**src/rtl/rv_exec_consts.svh**
```systemverilog
`ifndef RV_EXEC_CONSTS_SVH
`define RV_EXEC_CONSTS_SVH

// Data and address width
`define RV_XLEN 32

// Register index width
`define RV_REG_ADDR_W 5

// Architectural register count, x0 included
`define RV_NUM_REGS 32

// ADDI x0, x0, 0
`define RV_NOP 32'h0000_0013

`endif
```
**src/rtl/rv_exec_pkg.sv**
```systemverilog
`default_nettype none

package rv_exec_pkg;

    // Major opcodes handled by this slice
    typedef enum logic [6:0] {
        OPC_LOAD   = 7'b0000011,
        OPC_OP_IMM = 7'b0010011,
        OPC_AUIPC  = 7'b0010111,
        OPC_STORE  = 7'b0100011,
        OPC_OP     = 7'b0110011,
        OPC_LUI    = 7'b0110111,
        OPC_BRANCH = 7'b1100011
    } opcode_e;

    // Operation class handed to execute
    typedef enum logic [2:0] {
        ALU_ADD    = 3'd0,
        ALU_REG    = 3'd1,
        ALU_IMM    = 3'd2,
        ALU_BRANCH = 3'd3,
        ALU_LUI    = 3'd4
    } alu_op_e;

    typedef enum logic [2:0] {
        TYPE_R = 3'd0,
        TYPE_I = 3'd1,
        TYPE_S = 3'd2,
        TYPE_B = 3'd3,
        TYPE_U = 3'd4
    } instr_type_e;

    // funct3 for OP and OP-IMM
    typedef enum logic [2:0] {
        F3_ADD  = 3'b000,
        F3_SLL  = 3'b001,
        F3_SLT  = 3'b010,
        F3_SLTU = 3'b011,
        F3_XOR  = 3'b100,
        F3_SR   = 3'b101,
        F3_OR   = 3'b110,
        F3_AND  = 3'b111
    } alu_f3_e;

    // funct3 for BRANCH
    typedef enum logic [2:0] {
        F3_BEQ  = 3'b000,
        F3_BNE  = 3'b001,
        F3_BLT  = 3'b100,
        F3_BGE  = 3'b101,
        F3_BLTU = 3'b110,
        F3_BGEU = 3'b111
    } br_f3_e;

endpackage

`default_nettype wire

```
**src/rtl/idex_if.sv**
```systemverilog
`default_nettype none
`timescale 1ns/1ps
`include "rv_exec_consts.svh"

interface idex_if;

    logic [`RV_XLEN-1:0]        instruction;
    logic [`RV_XLEN-1:0]        pc;
    logic [`RV_XLEN-1:0]        immediate;
    logic [`RV_REG_ADDR_W-1:0]  rs1;
    logic [`RV_REG_ADDR_W-1:0]  rs2;
    logic [`RV_XLEN-1:0]        data_rs1;
    logic [`RV_XLEN-1:0]        data_rs2;

    // ALU controls
    logic                       alu_src;
    rv_exec_pkg::alu_op_e       alu_op;
    logic [6:0]                 funct7;
    logic [2:0]                 funct3;
    rv_exec_pkg::opcode_e       opcode;
    rv_exec_pkg::instr_type_e   instr_type;

    // Passed along to later stages
    logic [`RV_REG_ADDR_W-1:0]  rd;
    logic                       mem_write;
    logic                       mem_read;
    logic                       branch_inst;
    logic                       mem_to_reg;
    logic                       write_enable;

    modport src (
        output instruction, pc, immediate, rs1, rs2, data_rs1, data_rs2,
        output alu_src, alu_op, funct7, funct3, opcode, instr_type,
        output rd, mem_write, mem_read, branch_inst, mem_to_reg, write_enable
    );

    modport dst (
        input instruction, pc, immediate, rs1, rs2, data_rs1, data_rs2,
        input alu_src, alu_op, funct7, funct3, opcode, instr_type,
        input rd, mem_write, mem_read, branch_inst, mem_to_reg, write_enable
    );

endinterface

`default_nettype wire

```
**src/rtl/rv_exec_top.sv**
```systemverilog
`default_nettype none
`timescale 1ns/1ps
`include "rv_exec_consts.svh"

module rv_exec_top (
    input  wire                        clk,
    input  wire                        rst,
    input  wire [`RV_XLEN-1:0]         instruction,
    input  wire [`RV_XLEN-1:0]         pc,
    input  wire                        wb_en,
    input  wire [`RV_REG_ADDR_W-1:0]   wb_rd,
    input  wire [`RV_XLEN-1:0]         wb_data,
    input  wire                        flush,
    input  wire                        stall,
    output logic [`RV_XLEN-1:0]        ex_result,
    output logic [`RV_REG_ADDR_W-1:0]  ex_rd,
    output logic                       ex_write_enable,
    output logic                       ex_mem_read,
    output logic                       ex_mem_write,
    output logic                       ex_mem_to_reg,
    output logic [`RV_XLEN-1:0]        ex_store_data,
    output logic                       ex_branch_taken,
    output logic [`RV_XLEN-1:0]        ex_branch_target
);

    // Decode to ID/EX, then ID/EX to execute
    idex_if id_bus ();
    idex_if ex_bus ();

    instr_decode u_decode (
        .clk         (clk),
        .rst         (rst),
        .instruction (instruction),
        .pc          (pc),
        .wb_en       (wb_en),
        .wb_rd       (wb_rd),
        .wb_data     (wb_data),
        .id_out      (id_bus.src)
    );

    idex_regs u_idex (
        .clk    (clk),
        .rst    (rst),
        .flush  (flush),
        .stall  (stall),
        .id_in  (id_bus.dst),
        .ex_out (ex_bus.src)
    );

    exec_stage u_exec (
        .clk              (clk),
        .rst              (rst),
        .stall            (stall),
        .ex_in            (ex_bus.dst),
        .ex_result        (ex_result),
        .ex_rd            (ex_rd),
        .ex_write_enable  (ex_write_enable),
        .ex_mem_read      (ex_mem_read),
        .ex_mem_write     (ex_mem_write),
        .ex_mem_to_reg    (ex_mem_to_reg),
        .ex_store_data    (ex_store_data),
        .ex_branch_taken  (ex_branch_taken),
        .ex_branch_target (ex_branch_target)
    );

endmodule

`default_nettype wire

```
**src/rtl/exec_stage.sv**
```systemverilog
`default_nettype none
`timescale 1ns/1ps
`include "rv_exec_consts.svh"

module exec_stage (
    input  wire                        clk,
    input  wire                        rst,
    input  wire                        stall,
    idex_if.dst                        ex_in,
    output logic [`RV_XLEN-1:0]        ex_result,
    output logic [`RV_REG_ADDR_W-1:0]  ex_rd,
    output logic                       ex_write_enable,
    output logic                       ex_mem_read,
    output logic                       ex_mem_write,
    output logic                       ex_mem_to_reg,
    output logic [`RV_XLEN-1:0]        ex_store_data,
    output logic                       ex_branch_taken,
    output logic [`RV_XLEN-1:0]        ex_branch_target
);

    logic [`RV_XLEN-1:0] op_a;
    logic [`RV_XLEN-1:0] op_b;
    logic [`RV_XLEN-1:0] alu_res;
    logic [`RV_XLEN-1:0] result_d;
    logic                cond;

    // AUIPC adds to the pc, everything else to rs1
    assign op_a = (ex_in.opcode == rv_exec_pkg::OPC_AUIPC) ? ex_in.pc : ex_in.data_rs1;
    assign op_b = ex_in.alu_src ? ex_in.immediate : ex_in.data_rs2;

    always_comb begin
        case (rv_exec_pkg::alu_f3_e'(ex_in.funct3))
            rv_exec_pkg::F3_ADD: begin
                // SUB only exists in register form
                if ((ex_in.alu_op == rv_exec_pkg::ALU_REG) && ex_in.funct7[5]) begin
                    alu_res = op_a - op_b;
                end else begin
                    alu_res = op_a + op_b;
                end
            end
            rv_exec_pkg::F3_SLL:  alu_res = op_a << op_b[4:0];
            rv_exec_pkg::F3_SLT:  alu_res = {31'b0, $signed(op_a) < $signed(op_b)};
            rv_exec_pkg::F3_SLTU: alu_res = {31'b0, op_a < op_b};
            rv_exec_pkg::F3_XOR:  alu_res = op_a ^ op_b;
            rv_exec_pkg::F3_SR: begin
                if (ex_in.funct7[5]) begin
                    alu_res = $unsigned($signed(op_a) >>> op_b[4:0]);
                end else begin
                    alu_res = op_a >> op_b[4:0];
                end
            end
            rv_exec_pkg::F3_OR:   alu_res = op_a | op_b;
            default:              alu_res = op_a & op_b;
        endcase
    end

    // Branch compare on rs1 and rs2
    always_comb begin
        case (rv_exec_pkg::br_f3_e'(ex_in.funct3))
            rv_exec_pkg::F3_BEQ:  cond = ex_in.data_rs1 == ex_in.data_rs2;
            rv_exec_pkg::F3_BNE:  cond = ex_in.data_rs1 != ex_in.data_rs2;
            rv_exec_pkg::F3_BLT:  cond = $signed(ex_in.data_rs1) < $signed(ex_in.data_rs2);
            rv_exec_pkg::F3_BGE:  cond = $signed(ex_in.data_rs1) >= $signed(ex_in.data_rs2);
            rv_exec_pkg::F3_BLTU: cond = ex_in.data_rs1 < ex_in.data_rs2;
            rv_exec_pkg::F3_BGEU: cond = ex_in.data_rs1 >= ex_in.data_rs2;
            default:              cond = 1'b0;
        endcase
    end

    always_comb begin
        case (ex_in.alu_op)
            rv_exec_pkg::ALU_REG,
            rv_exec_pkg::ALU_IMM: result_d = alu_res;
            rv_exec_pkg::ALU_ADD: result_d = op_a + ex_in.immediate;
            rv_exec_pkg::ALU_LUI: result_d = ex_in.immediate;
            default:              result_d = '0;
        endcase
    end

    always_ff @(posedge clk) begin
        if (rst) begin
            ex_result        <= '0;
            ex_rd            <= '0;
            ex_write_enable  <= 1'b0;
            ex_mem_read      <= 1'b0;
            ex_mem_write     <= 1'b0;
            ex_mem_to_reg    <= 1'b0;
            ex_store_data    <= '0;
            ex_branch_taken  <= 1'b0;
            ex_branch_target <= '0;
        end else if (!stall) begin
            ex_result        <= result_d;
            ex_rd            <= ex_in.rd;
            ex_write_enable  <= ex_in.write_enable;
            ex_mem_read      <= ex_in.mem_read;
            ex_mem_write     <= ex_in.mem_write;
            ex_mem_to_reg    <= ex_in.mem_to_reg;
            ex_store_data    <= ex_in.data_rs2;
            ex_branch_taken  <= ex_in.branch_inst && cond;
            ex_branch_target <= ex_in.pc + ex_in.immediate;
        end
    end

endmodule

`default_nettype wire

```
**src/rtl/idex_regs.sv**
```systemverilog
`default_nettype none
`timescale 1ns/1ps

module idex_regs (
    input  wire  clk,
    input  wire  rst,
    input  wire  flush,
    input  wire  stall,
    idex_if.dst  id_in,
    idex_if.src  ex_out
);

    // Flush wins over stall
    always_ff @(posedge clk) begin
        if (rst || flush) begin
            ex_out.instruction  <= '0;
            ex_out.pc           <= '0;
            ex_out.immediate    <= '0;
            ex_out.rs1          <= '0;
            ex_out.rs2          <= '0;
            ex_out.data_rs1     <= '0;
            ex_out.data_rs2     <= '0;
            ex_out.alu_src      <= 1'b0;
            ex_out.alu_op       <= rv_exec_pkg::ALU_ADD;
            ex_out.funct7       <= '0;
            ex_out.funct3       <= '0;
            ex_out.opcode       <= rv_exec_pkg::opcode_e'('0);
            ex_out.instr_type   <= rv_exec_pkg::TYPE_R;
            ex_out.rd           <= '0;
            ex_out.mem_write    <= 1'b0;
            ex_out.mem_read     <= 1'b0;
            ex_out.branch_inst  <= 1'b0;
            ex_out.mem_to_reg   <= 1'b0;
            ex_out.write_enable <= 1'b0;
        end else if (!stall) begin
            ex_out.instruction  <= id_in.instruction;
            ex_out.pc           <= id_in.pc;
            ex_out.immediate    <= id_in.immediate;
            ex_out.rs1          <= id_in.rs1;
            ex_out.rs2          <= id_in.rs2;
            ex_out.data_rs1     <= id_in.data_rs1;
            ex_out.data_rs2     <= id_in.data_rs2;
            ex_out.alu_src      <= id_in.alu_src;
            ex_out.alu_op       <= id_in.alu_op;
            ex_out.funct7       <= id_in.funct7;
            ex_out.funct3       <= id_in.funct3;
            ex_out.opcode       <= id_in.opcode;
            ex_out.instr_type   <= id_in.instr_type;
            ex_out.rd           <= id_in.rd;
            ex_out.mem_write    <= id_in.mem_write;
            ex_out.mem_read     <= id_in.mem_read;
            ex_out.branch_inst  <= id_in.branch_inst;
            ex_out.mem_to_reg   <= id_in.mem_to_reg;
            ex_out.write_enable <= id_in.write_enable;
        end
    end

endmodule

`default_nettype wire

```
**src/rtl/instr_decode.sv**
```systemverilog
`default_nettype none
`timescale 1ns/1ps
`include "rv_exec_consts.svh"

module instr_decode (
    input  wire                        clk,
    input  wire                        rst,
    input  wire [`RV_XLEN-1:0]         instruction,
    input  wire [`RV_XLEN-1:0]         pc,
    input  wire                        wb_en,
    input  wire [`RV_REG_ADDR_W-1:0]   wb_rd,
    input  wire [`RV_XLEN-1:0]         wb_data,
    idex_if.src                        id_out
);

    // x0 has no storage
    logic [`RV_XLEN-1:0]       regs [1:`RV_NUM_REGS-1];

    rv_exec_pkg::opcode_e      opcode;
    logic [`RV_REG_ADDR_W-1:0] rs1;
    logic [`RV_REG_ADDR_W-1:0] rs2;
    logic [`RV_REG_ADDR_W-1:0] rd;
    rv_exec_pkg::instr_type_e  instr_type;
    rv_exec_pkg::alu_op_e      alu_op;
    logic [`RV_XLEN-1:0]       imm;
    logic                      alu_src;
    logic                      mem_read;
    logic                      mem_write;
    logic                      branch_inst;
    logic                      writes_rd;

    always_ff @(posedge clk) begin
        if (rst) begin
            for (int i = 1; i < `RV_NUM_REGS; i++) begin
                regs[i] <= '0;
            end
        end else if (wb_en && (wb_rd != '0)) begin
            regs[wb_rd] <= wb_data;
        end
    end

    assign opcode = rv_exec_pkg::opcode_e'(instruction[6:0]);
    assign rd     = instruction[11:7];
    assign rs1    = instruction[19:15];
    assign rs2    = instruction[24:20];

    // Format and control; anything unknown looks like a bubble
    always_comb begin
        instr_type  = rv_exec_pkg::TYPE_R;
        alu_op      = rv_exec_pkg::ALU_ADD;
        alu_src     = 1'b0;
        mem_read    = 1'b0;
        mem_write   = 1'b0;
        branch_inst = 1'b0;
        writes_rd   = 1'b0;
        case (opcode)
            rv_exec_pkg::OPC_OP: begin
                alu_op    = rv_exec_pkg::ALU_REG;
                writes_rd = 1'b1;
            end
            rv_exec_pkg::OPC_OP_IMM: begin
                instr_type = rv_exec_pkg::TYPE_I;
                alu_op     = rv_exec_pkg::ALU_IMM;
                alu_src    = 1'b1;
                writes_rd  = 1'b1;
            end
            rv_exec_pkg::OPC_LOAD: begin
                instr_type = rv_exec_pkg::TYPE_I;
                alu_src    = 1'b1;
                mem_read   = 1'b1;
                writes_rd  = 1'b1;
            end
            rv_exec_pkg::OPC_STORE: begin
                instr_type = rv_exec_pkg::TYPE_S;
                alu_src    = 1'b1;
                mem_write  = 1'b1;
            end
            rv_exec_pkg::OPC_BRANCH: begin
                instr_type  = rv_exec_pkg::TYPE_B;
                alu_op      = rv_exec_pkg::ALU_BRANCH;
                branch_inst = 1'b1;
            end
            rv_exec_pkg::OPC_LUI: begin
                instr_type = rv_exec_pkg::TYPE_U;
                alu_op     = rv_exec_pkg::ALU_LUI;
                alu_src    = 1'b1;
                writes_rd  = 1'b1;
            end
            rv_exec_pkg::OPC_AUIPC: begin
                instr_type = rv_exec_pkg::TYPE_U;
                alu_src    = 1'b1;
                writes_rd  = 1'b1;
            end
            default: ;
        endcase
    end

    // Immediates, sign-extended from bit 31
    always_comb begin
        case (instr_type)
            rv_exec_pkg::TYPE_I: imm = {{20{instruction[31]}}, instruction[31:20]};
            rv_exec_pkg::TYPE_S: imm = {{20{instruction[31]}}, instruction[31:25],
                                        instruction[11:7]};
            rv_exec_pkg::TYPE_B: imm = {{19{instruction[31]}}, instruction[31], instruction[7],
                                        instruction[30:25], instruction[11:8], 1'b0};
            rv_exec_pkg::TYPE_U: imm = {instruction[31:12], 12'b0};
            default:             imm = '0;
        endcase
    end

    assign id_out.instruction  = instruction;
    assign id_out.pc           = pc;
    assign id_out.immediate    = imm;
    assign id_out.rs1          = rs1;
    assign id_out.rs2          = rs2;
    assign id_out.data_rs1     = (rs1 == '0) ? '0 : regs[rs1];
    assign id_out.data_rs2     = (rs2 == '0) ? '0 : regs[rs2];
    assign id_out.alu_src      = alu_src;
    assign id_out.alu_op       = alu_op;
    assign id_out.funct7       = instruction[31:25];
    assign id_out.funct3       = instruction[14:12];
    assign id_out.opcode       = opcode;
    assign id_out.instr_type   = instr_type;
    assign id_out.rd           = rd;
    assign id_out.mem_write    = mem_write;
    assign id_out.mem_read     = mem_read;
    assign id_out.branch_inst  = branch_inst;
    assign id_out.mem_to_reg   = mem_read;
    assign id_out.write_enable = writes_rd && (rd != '0);

endmodule

`default_nettype wire

```
**config.mk**
```make
export PLATFORM = sky130hd
export DESIGN_NAME = rv_exec_top
export DESIGN_NICKNAME = d
export VERILOG_FILES = /design/src/rtl/rv_exec_pkg.sv /design/src/rtl/idex_if.sv /design/src/rtl/rv_exec_top.sv /design/src/rtl/exec_stage.sv /design/src/rtl/idex_regs.sv /design/src/rtl/instr_decode.sv
export VERILOG_INCLUDE_DIRS = /design/src /design/src/rtl
export SDC_FILE = /design/constraint.sdc
export NUM_CORES = 2
export LEC_CHECK = 0
export BUFFER_PORTS_ARGS = -buffer_cell sky130_fd_sc_hd__buf_2
export CAP_MARGIN = 20
export CORE_MARGIN = 2
export CORE_UTILIZATION = 40
export DETAILED_ROUTE_END_ITERATION = 12
export PLACE_DENSITY = 0.64
export SLEW_MARGIN = 20
export SYNTH_ARGS = -nofsm -noshare
export SYNTH_HDL_FRONTEND = slang
export SYNTH_SLANG_ARGS = --single-unit
```
**constraint.sdc**
```tcl
create_clock -name clk -period 4.4 [get_ports clk]
set_input_delay 0.66 -clock clk [delete_from_list [all_inputs] [get_ports clk]]
set_output_delay 0.66 -clock clk [all_outputs]
set_load 0.05 [all_outputs]
```
==> results.toml <==
[floorplanning]
die_width_um = 446.4
rows = 162
coreArea_sq_um = 194800
dieArea_sq_um = 199300
io_pins = 212
start_util = 0.4019
die_h_um = 446.4

[layout]
fin_area_sq_um = 90200
drive_gt1_frac = 0.2607
final_cell_mix = "edfxtp_1, and2_1, mux4_2"
area_growth_pct = 15.22
final_common_cell = "edfxtp_1"
fin_nets = 6998

[clocking]
cts_made_buffers = 146
cts_max_level = 4
clkTransAtPathRegs_ns = 0.07
clk-insertion-delay-late_ns = 0.82
cts_buffer_depth = 3
cts_sinks = 1281
cts_tree = "yes"
cts_hold_buf = 0
clockRootBuffer = "clkbuf_16"

[routing]
avgViaCountPerCell = 6.295
drc = 0
post_drt_wl_per_cell_um = 34.51
routed_wl_mm = 326.4
antenna_left = 0
firstDrtPassIters = 8
route.vias.total = 59530
drt-initial-drc-count = 8218

[setup_path]
crit_fanout = 5
r2r_cells = 12
reg2reg_slack_ns = 0.09
crit_type = "flop to flop"
crit_buf_inv = 2
cp.arrival_ns = 5.00
crit_slowest_cell = "or3_1"
required_ns = 5.09
max_stage_delay_ns = 0.78
end_kind = "flop"
cp-start-kind = "flop"
cp.depth = 12
crit_family = "simple AND/OR/NAND/NOR gates"
path_cells = "inv_1, ha_1, nand4_1, nor2_1, nand4_1, or3_1, xnor2_1, nor2_1, o211ai_1, buf_4, a21oi_1, a22o_1"

[placed_design]
numPortBuffers = 211
pre_cts_ws_ns = 0.05387
gp_congestion = 1.103
dp_hpwl_mm = 221.8
place_area_sq_um = 85070

[job]
cap_violations = 0

[global_route]
grt_antenna_before_repair = 38
grt_max_degree = 149
grt_pass1_vias = 58943
track_usage = 0.3242
grt_first_pass_wirelength_mm = 453.3
grt_overflow = 0

[sta]
final.setup.worst_slack_ns = 0.09124
hold_viol = 0
slew_headroom = 0.2612
clock_skew_ns = 0.03946
worst_pin_slew_ns = 1.107
period_share = 0.9793
setup_viol = 0
min_period_ns = 4.309
slew_viol_final = 0
fmax_mhz = 232.1

[power_and_ir_drop]
p_leak_nw = 33.48
p_sw_frac = 0.2773
internal_power_mw = 22.72
p_comb_frac = 0.160
seqPwrFrac = 0.447
vdd_drop_max_uv = 435.8
power_density_nw_per_um2 = 348.6
pwr-share-clk = 0.394
power_mw = 31.44
netSwitchingPower_mw = 8.719

[logic_synthesis]
synth-edff-count = 1024
synthCells = 6411
synth_top_area_frac = 0.3928
synth-seq-cells = 1281
avgSynthCellArea_sq_um = 12.21
synth.distinct_cells = 105
ys_seq_area_frac = 0.4585
yosysWarnings = 0
synthArstFlopShare = 0
netlist.top_cell.by_area = "edfxtp_1"
syn-cell-area_sq_um = 78290
synth_area_leaders = "edfxtp_1, mux4_2, and2_1"
synthFlopType = "edfxtp_1"

[worst_hold_path]
hold_path_depth = 3
min_path_type = "input pin to flop"

[status]
status = "completed"
cell usage after synthesis, drive strengths merged, types with 20 or more instances:
cell type	number
edfxtp	1024
and2	1001
mux4	655
nor2	442
clkbuf	441
nand2	367
mux2i	274
dfxtp	257
a21oi	230
ha	191
o21ai	189
inv	156
buf	140
a22oi	104
mux2	76
nand3	66
a21o	64
nor3	53
a211oi	51
xnor2	46
or2	40
o211ai	35
a31oi	34
a221oi	32
nor2b	32
a21boi	25
a22o	24
o221ai	24
and3	21
o21a	21
o21bai	20
worst reg2reg max path: cells and delay by family, from the launching register on:
family	cells	cell delay, ns
AO/OA/AOI/OAI	3	0.44
adder cells (fa/ha/maj)	1	0.47
flip-flops	1	0.63
XOR/XNOR	1	0.24
buffers and inverters	2	0.47
AND/OR/NAND/NOR	5	1.94
power groups by stage:
stage	Clock, mW	Sequential [mW]	Combinational (mW)
5_1_grt	12.9	14.1	5.22
3_3_place_gp	0	14.2	4.84
6_report	12.4	14.0	5.02
4_1_cts	12.5	14.0	4.88
2_1_floorplan	0	14.2	2.91
3_5_place_dp	0	14.3	4.86
flip-flops by register name, indices dropped and copies added (netlist names), 32 cells and up:
signal and count:
u_idex.ex_out.data_rs1 32, u_idex.ex_out.immediate 32, u_exec.ex_branch_target 32, u_exec.ex_result 32
u_decode.regs 1024, u_idex.ex_out.pc 32, u_exec.ex_store_data 32, u_idex.ex_out.data_rs2 32
cells by family after synthesis:
kind of cell | after synthesis | synth area share
AOI/OAI and AO/OA | 1000 | 0.08669
xor gates and xnor gates | 65 | 0.007272
adders and majority gates | 195 | 0.03155
buffers and inverters | 737 | 0.03799
DFF | 1281 | 0.4585
muxes | 1005 | 0.2345
other | 1 | 0.00004790
and+or+nand+nor | 2127 | 0.1434
layout make-up:
| type | instances | area [sq um] |
|---|---|---|
| fill | 17509 | 104600 |
| multi-input combinational | 4424 | 40140 |
| sequential | 1281 | 35900 |
| timing repair buffer | 688 | 5459 |
| clock buffer | 174 | 3779 |
| tap | 2624 | 3283 |
| clock inverter | 92 | 991.0 |
| inverter | 156 | 600.6 |
| antenna | 18 | 45.04 |
per-stage QoR:
step	instances	TNS (ns)	hold WS [ns]	util
after floorplan	6442	0	0.4579	-
after global placement	9172	0	0.4415	0.4367
after detailed placement	9172	0	0.4477	0.4367
after CTS	9438	0	0.04125	0.4612
after global routing	9446	-0.1662	0.06468	0.4629
final	9457	0	0.09365	0.4631
per-layer routing:
metal	global-route usage	wire length, um	vias up
met5	0	157	-
met2	0.5098	149900	3885
met3	0.08424	35590	909
li1	-	-	24736
met4	0.2008	23590	26
met1	0.3990	117100	29974
final timing paths:
check / endpoint / startpoint
hold reg to reg: u_exec.ex_branch_target[23] / u_exec.ex_branch_target[23]
setup / recovery: u_exec.ex_branch_taken / u_idex.ex_out.data_rs2[31]
setup reg to reg: u_exec.ex_branch_taken / u_idex.ex_out.data_rs2[31]
hold / removal: u_idex.ex_out.pc[23] / pc[23]
timing repair:
action | 4_1_cts | 5_1_grt
endpoints found under the setup margin | 0 | 16
setup buffers | 0 | 1
gates resized for setup | 0 | 71
No activity file was read; power rests on OpenSTA's default activity.
